$ cat src/logic/decoder_pkg.sv
`default_nettype none

package decoder_pkg;

    localparam int WORD_WIDTH    = 16;
    localparam int PC_WIDTH      = 12;
    localparam int REG_IDX_WIDTH = 4;
    localparam int IMMA_WIDTH    = 4;
    localparam int CYCLE_WIDTH   = 3;
    localparam int OPCODE_WIDTH  = 4;
    localparam int FUNC_WIDTH    = 4;

    // Lowest bit of each instruction field
    localparam int OPCODE_LSB   = 0;
    localparam int FUNC1_LSB    = 4;
    localparam int FUNC2_LSB    = 8;
    localparam int FUNC3_LSB    = 12;
    localparam int RES_IDX_LSB  = 4;
    localparam int SRC1_IDX_LSB = 8;
    localparam int SRC2_IDX_LSB = 12;
    localparam int IMMA_LSB     = 12;

    typedef logic [WORD_WIDTH-1:0]    word_t;
    typedef logic [PC_WIDTH-1:0]      pc_t;
    typedef logic [REG_IDX_WIDTH-1:0] reg_idx_t;
    typedef logic [CYCLE_WIDTH-1:0]   cycle_t;

    typedef enum logic [OPCODE_WIDTH-1:0] {
        NOP    = 4'd0,
        U_TYPE = 4'd1,
        J_TYPE = 4'd2,
        S_TYPE = 4'd3,
        ADD    = 4'd6,
        SUB    = 4'd7
    } opcode_e;

    typedef enum logic [FUNC_WIDTH-1:0] {
        BEQ  = 4'd0,
        BNEQ = 4'd1,
        BGE  = 4'd2,
        BLT  = 4'd3
    } branch_func_e;

    typedef enum logic [FUNC_WIDTH-1:0] {
        LI  = 4'd3,
        LIL = 4'd4  // 4-bit immediate, no sign extension
    } imm_func_e;

    typedef enum logic [FUNC_WIDTH-1:0] {
        JAL  = 4'd0,
        JALR = 4'd1
    } jump_func_e;

    typedef enum logic [2:0] {
        SEL_ZERO,
        SEL_REG1,
        SEL_REG2,
        SEL_IMMB,
        SEL_IMMA,
        SEL_PC_CUR,
        SEL_PC_PREV
    } operand_sel_e;

    typedef struct packed {
        logic branch_eq;
        logic branch_gt;
        logic branch_lt;
        logic alu_add;
        logic alu_neg_src1;
        logic alu_neg_src2;
        logic pc_incr_to_res;
        logic jump_to_res;
        logic write_res_to_reg;
        logic src2_to_res;  // Result taken from src2, bypassing the adder
    } actions_t;

endpackage

`default_nettype wire
$ cat src/logic/capture_if.sv
`timescale 1ns/1ns
`default_nettype none

interface capture_if (
    input wire logic clock,
    input wire logic reset
);

    decoder_pkg::word_t  first_word;
    decoder_pkg::word_t  imm_word;   // Second word of a two-word instruction
    decoder_pkg::pc_t    pc_cur;
    decoder_pkg::pc_t    pc_prev;
    logic                flushed;
    decoder_pkg::cycle_t cycle;
    decoder_pkg::cycle_t cycle_next;

    modport capture (output first_word, imm_word, pc_cur, pc_prev, flushed, cycle,
                     input cycle_next);

    modport decode (input clock, reset, first_word, flushed, cycle, output cycle_next);

    modport select (input imm_word, first_word, pc_cur, pc_prev);

endinterface

`default_nettype wire

$ cat src/logic/decoder_top.sv
`timescale 1ns/1ns
`default_nettype none

module decoder_top (
    input  wire logic               clock,
    input  wire logic               reset,
    input  wire logic               flush,
    input  wire decoder_pkg::word_t instr,
    input  wire decoder_pkg::pc_t   pc,
    input  wire decoder_pkg::word_t reg_src1,
    input  wire decoder_pkg::word_t reg_src2,
    output logic                    branch_eq,
    output logic                    branch_gt,
    output logic                    branch_lt,
    output logic                    alu_add,
    output logic                    alu_neg_src1,
    output logic                    alu_neg_src2,
    output logic                    pc_incr_to_res,
    output logic                    jump_to_res,
    output logic                    write_res_to_reg,
    output logic                    src2_to_res,
    output decoder_pkg::cycle_t     cycle_in_instr,
    output decoder_pkg::reg_idx_t   res_reg_idx,
    output decoder_pkg::reg_idx_t   src1_reg_idx,  // To register file
    output decoder_pkg::reg_idx_t   src2_reg_idx,  // To register file
    output decoder_pkg::word_t      alu_src1,
    output decoder_pkg::word_t      alu_src2
);

    decoder_pkg::actions_t     actions;
    decoder_pkg::operand_sel_e src1_sel;
    decoder_pkg::operand_sel_e src2_sel;

    capture_if cap (.clock(clock), .reset(reset));

    instr_capture u_capture (
        .clock (clock),
        .reset (reset),
        .flush (flush),
        .instr (instr),
        .pc    (pc),
        .cap   (cap.capture)
    );

    instr_decode u_decode (
        .cap          (cap.decode),
        .actions      (actions),
        .src1_sel     (src1_sel),
        .src2_sel     (src2_sel),
        .res_reg_idx  (res_reg_idx),
        .src1_reg_idx (src1_reg_idx),
        .src2_reg_idx (src2_reg_idx)
    );

    operand_select u_select (
        .cap      (cap.select),
        .src1_sel (src1_sel),
        .src2_sel (src2_sel),
        .reg_src1 (reg_src1),
        .reg_src2 (reg_src2),
        .alu_src1 (alu_src1),
        .alu_src2 (alu_src2)
    );

    assign branch_eq        = actions.branch_eq;
    assign branch_gt        = actions.branch_gt;
    assign branch_lt        = actions.branch_lt;
    assign alu_add          = actions.alu_add;
    assign alu_neg_src1     = actions.alu_neg_src1;
    assign alu_neg_src2     = actions.alu_neg_src2;
    assign pc_incr_to_res   = actions.pc_incr_to_res;
    assign jump_to_res      = actions.jump_to_res;
    assign write_res_to_reg = actions.write_res_to_reg;
    assign src2_to_res      = actions.src2_to_res;
    assign cycle_in_instr   = cap.cycle;

endmodule

`default_nettype wire

$ cat src/logic/operand_select.sv
`timescale 1ns/1ns
`default_nettype none

module operand_select (
    capture_if.select                     cap,
    input  wire decoder_pkg::operand_sel_e src1_sel,
    input  wire decoder_pkg::operand_sel_e src2_sel,
    input  wire decoder_pkg::word_t        reg_src1,
    input  wire decoder_pkg::word_t        reg_src2,
    output decoder_pkg::word_t             alu_src1,
    output decoder_pkg::word_t             alu_src2
);

    decoder_pkg::word_t imma_ext;
    decoder_pkg::word_t pc_cur_ext;
    decoder_pkg::word_t pc_prev_ext;

    // Zero extension to operand width
    assign imma_ext = {{(decoder_pkg::WORD_WIDTH-decoder_pkg::IMMA_WIDTH){1'b0}},
                       cap.first_word[decoder_pkg::IMMA_LSB +: decoder_pkg::IMMA_WIDTH]};
    assign pc_cur_ext  = {{(decoder_pkg::WORD_WIDTH-decoder_pkg::PC_WIDTH){1'b0}}, cap.pc_cur};
    assign pc_prev_ext = {{(decoder_pkg::WORD_WIDTH-decoder_pkg::PC_WIDTH){1'b0}}, cap.pc_prev};

    function automatic decoder_pkg::word_t pick(input decoder_pkg::operand_sel_e sel);
        case (sel)
            decoder_pkg::SEL_REG1:    return reg_src1;
            decoder_pkg::SEL_REG2:    return reg_src2;
            decoder_pkg::SEL_IMMB:    return cap.imm_word;
            decoder_pkg::SEL_IMMA:    return imma_ext;
            decoder_pkg::SEL_PC_CUR:  return pc_cur_ext;
            decoder_pkg::SEL_PC_PREV: return pc_prev_ext;
            default:                  return '0;
        endcase
    endfunction

    always_comb begin
        alu_src1 = pick(src1_sel);
        alu_src2 = pick(src2_sel);
    end

endmodule

`default_nettype wire

$ cat src/logic/instr_decode.sv
`timescale 1ns/1ns
`default_nettype none

module instr_decode (
    capture_if.decode                 cap,
    output decoder_pkg::actions_t     actions,
    output decoder_pkg::operand_sel_e src1_sel,
    output decoder_pkg::operand_sel_e src2_sel,
    output decoder_pkg::reg_idx_t     res_reg_idx,
    output decoder_pkg::reg_idx_t     src1_reg_idx,
    output decoder_pkg::reg_idx_t     src2_reg_idx
);

    logic [decoder_pkg::OPCODE_WIDTH-1:0] opcode;
    logic [decoder_pkg::FUNC_WIDTH-1:0]   func1;
    logic [decoder_pkg::FUNC_WIDTH-1:0]   func2;
    logic [decoder_pkg::FUNC_WIDTH-1:0]   func3;
    logic                                 second;

    assign opcode = cap.first_word[decoder_pkg::OPCODE_LSB +: decoder_pkg::OPCODE_WIDTH];
    assign func1  = cap.first_word[decoder_pkg::FUNC1_LSB +: decoder_pkg::FUNC_WIDTH];
    assign func2  = cap.first_word[decoder_pkg::FUNC2_LSB +: decoder_pkg::FUNC_WIDTH];
    assign func3  = cap.first_word[decoder_pkg::FUNC3_LSB +: decoder_pkg::FUNC_WIDTH];
    assign second = (cap.cycle == decoder_pkg::cycle_t'(1));

    assign res_reg_idx  = cap.first_word[decoder_pkg::RES_IDX_LSB +: decoder_pkg::REG_IDX_WIDTH];
    assign src1_reg_idx = cap.first_word[decoder_pkg::SRC1_IDX_LSB +: decoder_pkg::REG_IDX_WIDTH];
    assign src2_reg_idx = cap.first_word[decoder_pkg::SRC2_IDX_LSB +: decoder_pkg::REG_IDX_WIDTH];

    always_comb begin
        actions        = '0;
        src1_sel       = decoder_pkg::SEL_ZERO;
        src2_sel       = decoder_pkg::SEL_ZERO;
        cap.cycle_next = '0;

        if (!cap.flushed) begin
            case (opcode)
                decoder_pkg::ADD, decoder_pkg::SUB: begin
                    actions.alu_add          = 1'b1;
                    actions.alu_neg_src2     = (opcode == decoder_pkg::SUB);
                    actions.write_res_to_reg = 1'b1;
                    src1_sel                 = decoder_pkg::SEL_REG1;
                    src2_sel                 = decoder_pkg::SEL_REG2;
                end
                decoder_pkg::U_TYPE: begin
                    if (func2 == decoder_pkg::LIL || (func2 == decoder_pkg::LI && second)) begin
                        actions.write_res_to_reg = 1'b1;
                        actions.src2_to_res      = 1'b1;
                        src2_sel = (func2 == decoder_pkg::LI) ? decoder_pkg::SEL_IMMB
                                                              : decoder_pkg::SEL_IMMA;
                    end else if (func2 == decoder_pkg::LI) begin
                        cap.cycle_next = decoder_pkg::cycle_t'(1);  // Wait for immediate word
                    end
                end
                decoder_pkg::S_TYPE: begin
                    case (func1)
                        decoder_pkg::BEQ:  actions.branch_eq = 1'b1;
                        decoder_pkg::BNEQ: begin
                            actions.branch_gt = 1'b1;
                            actions.branch_lt = 1'b1;
                        end
                        decoder_pkg::BGE: begin
                            actions.branch_eq = 1'b1;
                            actions.branch_gt = 1'b1;
                        end
                        decoder_pkg::BLT:  actions.branch_lt = 1'b1;
                        default: ;
                    endcase
                    if (actions.branch_eq || actions.branch_gt || actions.branch_lt) begin
                        actions.alu_add = 1'b1;
                        if (second) begin
                            // Branch target from offset and PC of the branch word
                            src1_sel = decoder_pkg::SEL_IMMB;
                            src2_sel = decoder_pkg::SEL_PC_PREV;
                        end else begin
                            cap.cycle_next = decoder_pkg::cycle_t'(1);
                            src1_sel       = decoder_pkg::SEL_REG1;
                            src2_sel       = decoder_pkg::SEL_REG2;
                            actions.alu_neg_src1 = (func1 == decoder_pkg::BEQ) ||
                                                   (func1 == decoder_pkg::BNEQ);
                            actions.alu_neg_src2 = !actions.alu_neg_src1;
                        end
                    end
                end
                decoder_pkg::J_TYPE: begin
                    if (func3 == decoder_pkg::JALR || (func3 == decoder_pkg::JAL && second)) begin
                        actions.alu_add          = 1'b1;
                        actions.pc_incr_to_res   = 1'b1;
                        actions.jump_to_res      = 1'b1;
                        actions.write_res_to_reg = 1'b1;
                        if (func3 == decoder_pkg::JAL) begin
                            src1_sel = decoder_pkg::SEL_IMMB;
                            src2_sel = decoder_pkg::SEL_PC_PREV;
                        end else begin
                            src1_sel = decoder_pkg::SEL_REG1;
                            src2_sel = decoder_pkg::SEL_PC_CUR;
                        end
                    end else if (func3 == decoder_pkg::JAL) begin
                        cap.cycle_next = decoder_pkg::cycle_t'(1);
                    end
                end
                default: ;  // NOP and unknown words
            endcase
        end
    end

    // Link register is always written on a jump
    jump_writes_link: assert property (@(posedge cap.clock) disable iff (cap.reset)
        actions.jump_to_res |-> actions.write_res_to_reg);

    flush_clears_all: assert property (@(posedge cap.clock) disable iff (cap.reset)
        cap.flushed |-> (actions == '0) && (cap.cycle_next == '0));

endmodule

`default_nettype wire

$ cat src/logic/instr_capture.sv
`timescale 1ns/1ns
`default_nettype none

module instr_capture (
    input  wire logic               clock,
    input  wire logic               reset,
    input  wire logic               flush,
    input  wire decoder_pkg::word_t instr,
    input  wire decoder_pkg::pc_t   pc,
    capture_if.capture              cap
);

    decoder_pkg::word_t  instr_q;
    decoder_pkg::word_t  instr_prev_q;
    decoder_pkg::pc_t    pc_q;
    decoder_pkg::pc_t    pc_prev_q;
    logic                flush_q;
    decoder_pkg::cycle_t cycle_q;

    // Sampled inputs
    always_ff @(posedge clock or posedge reset) begin
        if (reset) begin
            instr_q <= '0;
            pc_q    <= '0;
            flush_q <= 1'b0;
        end else begin
            instr_q <= instr;
            pc_q    <= pc;
            flush_q <= flush;
        end
    end

    // One word back, for the second cycle of two-cycle instructions
    always_ff @(posedge clock or posedge reset) begin
        if (reset) begin
            instr_prev_q <= '0;
            pc_prev_q    <= '0;
        end else begin
            instr_prev_q <= instr_q;
            pc_prev_q    <= pc_q;
        end
    end

    always_ff @(posedge clock or posedge reset) begin
        if (reset) begin
            cycle_q <= '0;
        end else begin
            cycle_q <= cap.cycle_next;
        end
    end

    // Opcode word stays visible while the immediate word is registered
    assign cap.first_word = (cycle_q == '0) ? instr_q : instr_prev_q;

    assign cap.imm_word = instr_q;
    assign cap.pc_cur   = pc_q;
    assign cap.pc_prev  = pc_prev_q;
    assign cap.flushed  = flush_q;
    assign cap.cycle    = cycle_q;

    // No instruction is longer than two cycles
    cycle_in_range: assert property (@(posedge clock) disable iff (reset)
        cycle_q <= decoder_pkg::cycle_t'(1));

endmodule

`default_nettype wire

$ cat config.mk
export PLATFORM = sky130hd
export DESIGN_NAME = decoder_top
export DESIGN_NICKNAME = d
export VERILOG_FILES = /design/src/logic/decoder_pkg.sv /design/src/logic/capture_if.sv /design/src/logic/decoder_top.sv /design/src/logic/operand_select.sv /design/src/logic/instr_decode.sv /design/src/logic/instr_capture.sv
export SDC_FILE = /design/constraint.sdc
export NUM_CORES = 1
export LEC_CHECK = 0
export ABC_AREA = 1
export BUFFER_PORTS_ARGS = -buffer_cell sky130_fd_sc_hd__buf_2
export CAP_MARGIN = 20
export CORE_MARGIN = 4
export CORE_UTILIZATION = 35
export CTS_CLUSTER_DIAMETER = 100
export CTS_CLUSTER_SIZE = 40
export DETAILED_ROUTE_END_ITERATION = 8
export PLACE_DENSITY = 0.72
export SETUP_SLACK_MARGIN = 0.02
export SLEW_MARGIN = 20
export SYNTH_ARGS = -nofsm -noshare
export SYNTH_HDL_FRONTEND = slang
export SYNTH_SLANG_ARGS = --single-unit
export TNS_END_PERCENT = 30
$ cat constraint.sdc
create_clock -name clock -period 1.8 [get_ports clock]
set_input_delay 0 -clock clock [delete_from_list [all_inputs] [get_ports clock]]
set_output_delay 0 -clock clock [all_outputs]
set_load 0.005 [all_outputs]
Yosys cells after proc, flatten, opt, wreduce, memory -nomap -nowiden
Cells that the tools add are included.
W data, S select, Z words.

operators by class
  $add $sub $neg = 0
  $mul = 0
  divide/modulo/power cells = 0
  $lt $le $gt $ge = 0
  eq/ne operators = 24
  shifts and indexed selects = 0
  muxes and demuxes = 47
  bitwise gates (word level) = 0
  reduce and logical (&&, ||, !) cells = 15

operators with widths
  operator              number
  $pmux W16 S6          2
  $mux W3               14
  $eq A4 B2 Y1 const B  5
  $eq A3 B3 Y1 const B  6
  $pmux W3 S3           2
  $mux W1               17
  $mux W16              1
  $eq A3 B2 Y1 const B  4
  $eq A4 B1 Y1 const B  3
  $eq A4 B3 Y1 const B  3
  $mux W2               6
  $pmux W3 S4           1
  $mux W10              1
  $eq A3 B1 Y1 const B  3
  $logic_not A4 Y1      2
  $reduce_or A2 Y1      4
  $pmux W1 S3           2
  $logic_or A1 B1 Y1    5
  $logic_not A3 Y1      1
  $logic_and A1 B1 Y1   2
  $pmux W1 S2           1
  $logic_not A1 Y1      1

word-level totals
  flip-flop bits (word level) = 60
  bits in latches = 0
  memory bits (writable) = 0
  ROM bits = 0
  input port bits = 63
  output and inout bits = 57
  word-level logic and storage cells = 92
  memories kept = 0

Logic depth before layout (Yosys ltp)
  depth after elaboration = 14
  depth in mapped cells = 16

Hierarchy
From an unflattened synthesis, not the netlist that was laid out.

unflattened totals
  cell total of the unflattened synthesis = 570
  area, all modules = 3947.5 um^2

modules (own cells, without submodules)
  module          instances  cells each  area each (um^2)  sequential area each (um^2)
  instr_capture   1          115         1764.2            1501.4
  operand_select  1          349         1665.3            0.0
  instr_decode    1          106         518.0             0.0

Worst setup path after synthesis
OpenSTA, ideal clock, no wires.

  path kind = reg-to-output
  from = reg u_capture.cycle_q[0] (netlist: u_capture.cap.cycle[0])
  to = out alu_src2[11]
  arrival time = 1815 ps
  data required time = 1800 ps
  path slack = -15 ps
  cell stages (with the launch flop) = 15
  buffers on the path = 3
  path through = dfrtp_1 buf_6 inv_6 buf_6 nand2_1 nand2_1 nand2_1 nor2_2 nand3_2 nand3_4 nand2_4 nor3_4 buf_6 nand2_1 nand3_1

on the way
  longest elaborated chain between the ends = 14

RTL lines
  item                                        RTL line              source
  start, declared                             instr_capture.sv:18   decoder_pkg::cycle_t cycle_q;
  start signal, assigned                      instr_capture.sv:48   cycle_q <= cap.cycle_next;
  $logic_not A3 Y1                            instr_capture.sv:53   assign cap.first_word = (cycle_q == '0) ? instr_q : instr_prev_q;
  $mux W16                                    instr_capture.sv:53
  $eq A4 B2 Y1, or another cell as far along  instr_decode.sv:56    case (func1)
  $reduce_or A2 Y1 (no source line)           -
  $mux W1                                     instr_decode.sv:56
  $mux W1                                     instr_decode.sv:37    case (opcode)
  $mux W1                                     instr_decode.sv:36    if (!cap.flushed) begin
  $logic_or A1 B1 Y1 (2 in series)            instr_decode.sv:69    if (actions.branch_eq || actions.branch_gt || actions.branch_lt) begin
  $mux W3                                     instr_decode.sv:69
  $pmux W3 S4 (*)                             instr_decode.sv:37
  $mux W3 (*)                                 instr_decode.sv:36
  $eq A3 B3 Y1, or another cell as far along  operand_select.sv:25  case (sel)
  $pmux W16 S6 (*)                            operand_select.sv:25
  end, declared                               decoder_top.sv:27     output decoder_pkg::word_t alu_src2

Every way passes the cells marked *; elsewhere a longest branch is shown, timed or not. The select of a mux whose other input is x is not followed.

Worst setup path in the final report
  from = reg u_capture.cycle_q[0] (netlist: u_capture.cap.cycle[0])
  to = out alu_src2[14]

The elaborated chain is that of the path after synthesis.

==> results.ini <==
[sta]
fmax_ghz=0.4115
finalCriticalPeriod_ps=2430
worstMarginPinSlew_ps=667.1
setup_viol=43
finalWorstSetupSlack_ps=-629.9
slew_viol_final=0
fin_crit_sh_pct=135.0
timing.hold.ws_ps=253.2
maxSlewHeadroom_pct=55.48
hold_violations=0
rsz0062_at_grt=yes
clock_skew_ps=3.746

[power_and_ir_drop]
total_power_uw=3382
power_density_nw_per_um2=682.2
p_leak_uw=0.002635
peakVddDrop_v=0.0004554

[critical_path]
path_max_fanout=13
arrival_ps=2430
critical_path_class=reg -> out
r2r_cells=12
cp-startpoint=u_capture.cap.cycle[0]
r2r_end=u_capture.cap.cycle[0]
r2r_slack_ps=-10
regToRegStartpoint=u_capture.cap.cycle[0]
worstSetupEndpoint=alu_src2[14]
worst_setup_path_start_kind=flip-flop
endpoint_kind=primary output
crit_required_ps=1800

[synthesis]
synth_area_um2=2882
async_flop_share_pct=100.0
ys.flop_type=dfrtp_1
synth_edf_count=0
syn_inst=356
ys_seq_area_share_pct=50.37
synth_warnings=0
avgSynthCellArea_um2=8.094
ys_ff_latch=58
yosysUniqueCellTypes=32

[detailed_routing]
drt.antenna.violating_nets=0
wl_per_cell_um=14.54
vias_per_cell=4.691
postRouteWirelength_um=9799
drt_iter0_drc=120
drt_first_pass_iters=5
vias=3162
drc=0

[place]
hpwlAfterDp_um=6892
port-buffer-count=117
routabilityCongestion=0.8988

[cts]
cts_buffer_depth=2
clkLatencyLatePin_ps=340
numCtsBuffers=9
cts_root_buffer=clkbuf_8
cts.sink_count=58
clk_pin_slew_worst_paths_ps=70
h-tree-depth=3
cts_tree=built

[grt]
grt_pass1_vias=3197
grt_max_degree=35
antenna_found_initial=0
overflow=0
grt_pass1_wl_um=15060
grt_usage_pct=19.34

[cells_and_area]
final_nets=630
n_antenna_cell=0
post-route-util_pct=63.17
drive_gt1_share_pct=49.65
area_delta_synth_final_pct=72.04

[floorplan]
num_rows=32
die_x_um=98.74
die_area_um2=9749
initial_utilization_pct=36.72
coreArea_um2=7848
pin_count=120
die-height_um=98.74

[outcome]
status=finished, violations left
violations=setup timing

[flow_run]
cap_violations=0

[min_path]
hold_path_class=in -> out
min_from=reg_src2[10]

-- sequential cells by signal, summed over array words and instances, names as in the netlist --
signal and flops:
u_capture.cap.pc_prev 12, u_capture.instr_prev_q 16, u_capture.cap.imm_word 16, u_capture.cap.flushed 1, u_capture.cap.cycle 1, u_capture.cap.pc_cur 12
-- timing repair --
action,4_1_cts,5_1_grt
gates resized for setup,43,77
hold endpoints to repair,53,0
buffers inserted,7,8
setup endpoints to repair,42,43
pin swaps,13,38
hold buffers,30,0
cloned,2,3
-- metal layers --
metal	wire (um)	GRT usage, %	up-vias
met5	0	0	-
met4	187	5.882	0
met3	607	5.025	17
met2	4856	32.66	109
met1	4147	24.35	1492
li1	-	-	1544
-- kinds of logic after synthesis --
| kind of cell | count (synthesis) | synth area share (%) |
|---|---|---|
| flops | 58 | 50.37 |
| compound gates | 37 | 6.947 |
| buf+inv | 64 | 10.77 |
| other cells | 1 | 0.1301 |
| mux | 1 | 0.3908 |
| simple gates | 195 | 31.39 |
-- Yosys cell counts (2+ instances only) --
master / number / area, um2
nand2_1: 91 / 341.6
dfrtp_1: 58 / 1451
nand3_1: 52 / 260.3
inv_1: 42 / 157.7
o21ai_0: 27 / 135.1
nor2_1: 26 / 97.59
clkbuf_1: 6 / 22.52
nand2_2: 6 / 37.54
nand4_1: 6 / 37.54
buf_4: 5 / 37.54
buf_2: 4 / 20.02
buf_6: 4 / 45.04
nor2_2: 4 / 25.02
nand3_2: 3 / 30.03
o21ai_1: 3 / 15.01
a21oi_2: 2 / 17.52
a31oi_1: 2 / 12.51
-- where the power goes --
part           internal (uW)  leakage, uW  total [uW]  switching [uW]
sequential              1370     0.000678        1400            31.4
clock                    933     0.000124        1510             576
combinational            239      0.00183         474             235
-- critical path, cell delays in order, from the launching register on --
cell	delay, ps
dfrtp_1	430
buf_8	170
nand2_1	70
inv_1	40
nor2_2	140
nand2_2	110
nor2_4	140
nand3_2	120
nand3_4	110
nand2_4	80
nor3_4	240
buf_6	170
nand2_2	40
o21ai_1	70
buf_2	140
-- how the worst min path moves through the flow --
stage,endpoint,slack (ps),cells past startpoint
final,alu_src2[10],250,4
after global routing,alu_src2[10],290,4
after CTS,u_capture.cap.pc_cur[11],260,3
after detailed placement,u_capture.cap.pc_cur[11],90,2
after global placement,u_capture.cap.pc_cur[11],80,2
after floorplan,u_capture.cap.flushed,30,0
-- per-stage QoR --
| step | std cells | instance area, um2 | worst slack (ps) | TNS (ps) |
|---|---|---|---|---|
| finish | 674 | 4957 | -629.9 | -20220 |
| global placement | 608 | 3886 | -230.8 | -5868 |
| CTS | 663 | 4631 | -600.4 | -20430 |
| floorplan | 357 | 2885 | -14.71 | -44.12 |
| global route | 674 | 4957 | -745.8 | -25970 |
| detailed placement | 608 | 3886 | -274.5 | -7293 |
-- final cells by class --
class / instances / area [um2]
clock buffers: 9 / 123.9
clock inverters: 7 / 125.1
fillers: 652 / 2890
inverters: 44 / 177.7
multi-input cells: 236 / 1418
flip-flops and latches: 58 / 1451
well taps: 102 / 127.6
repair buffers: 217 / 1518
repair inverters: 1 / 16.27
-- cells in the final DEF, fill, tap and decap left out, types with 2 or more instances in the layout --
cell,count
a21oi_4,3
a31oi_1,2
buf_12,3
buf_2,118
buf_4,50
buf_6,13
buf_8,3
bufinv_16,3
clkbuf_8,9
clkinv_4,2
conb_1,2
dfrtp_1,58
dlygate4sd3_1,30
inv_1,40
inv_2,3
inv_6,2
nand2_1,57
nand2_2,31
nand2_4,10
nand3_1,49
nand3_2,4
nand3_4,4
nand4_1,6
nor2_1,17
nor2_2,6
nor2_4,8
o21ai_0,12
o21ai_1,12
o21ai_2,6
(Power assumes the default switching activity.)
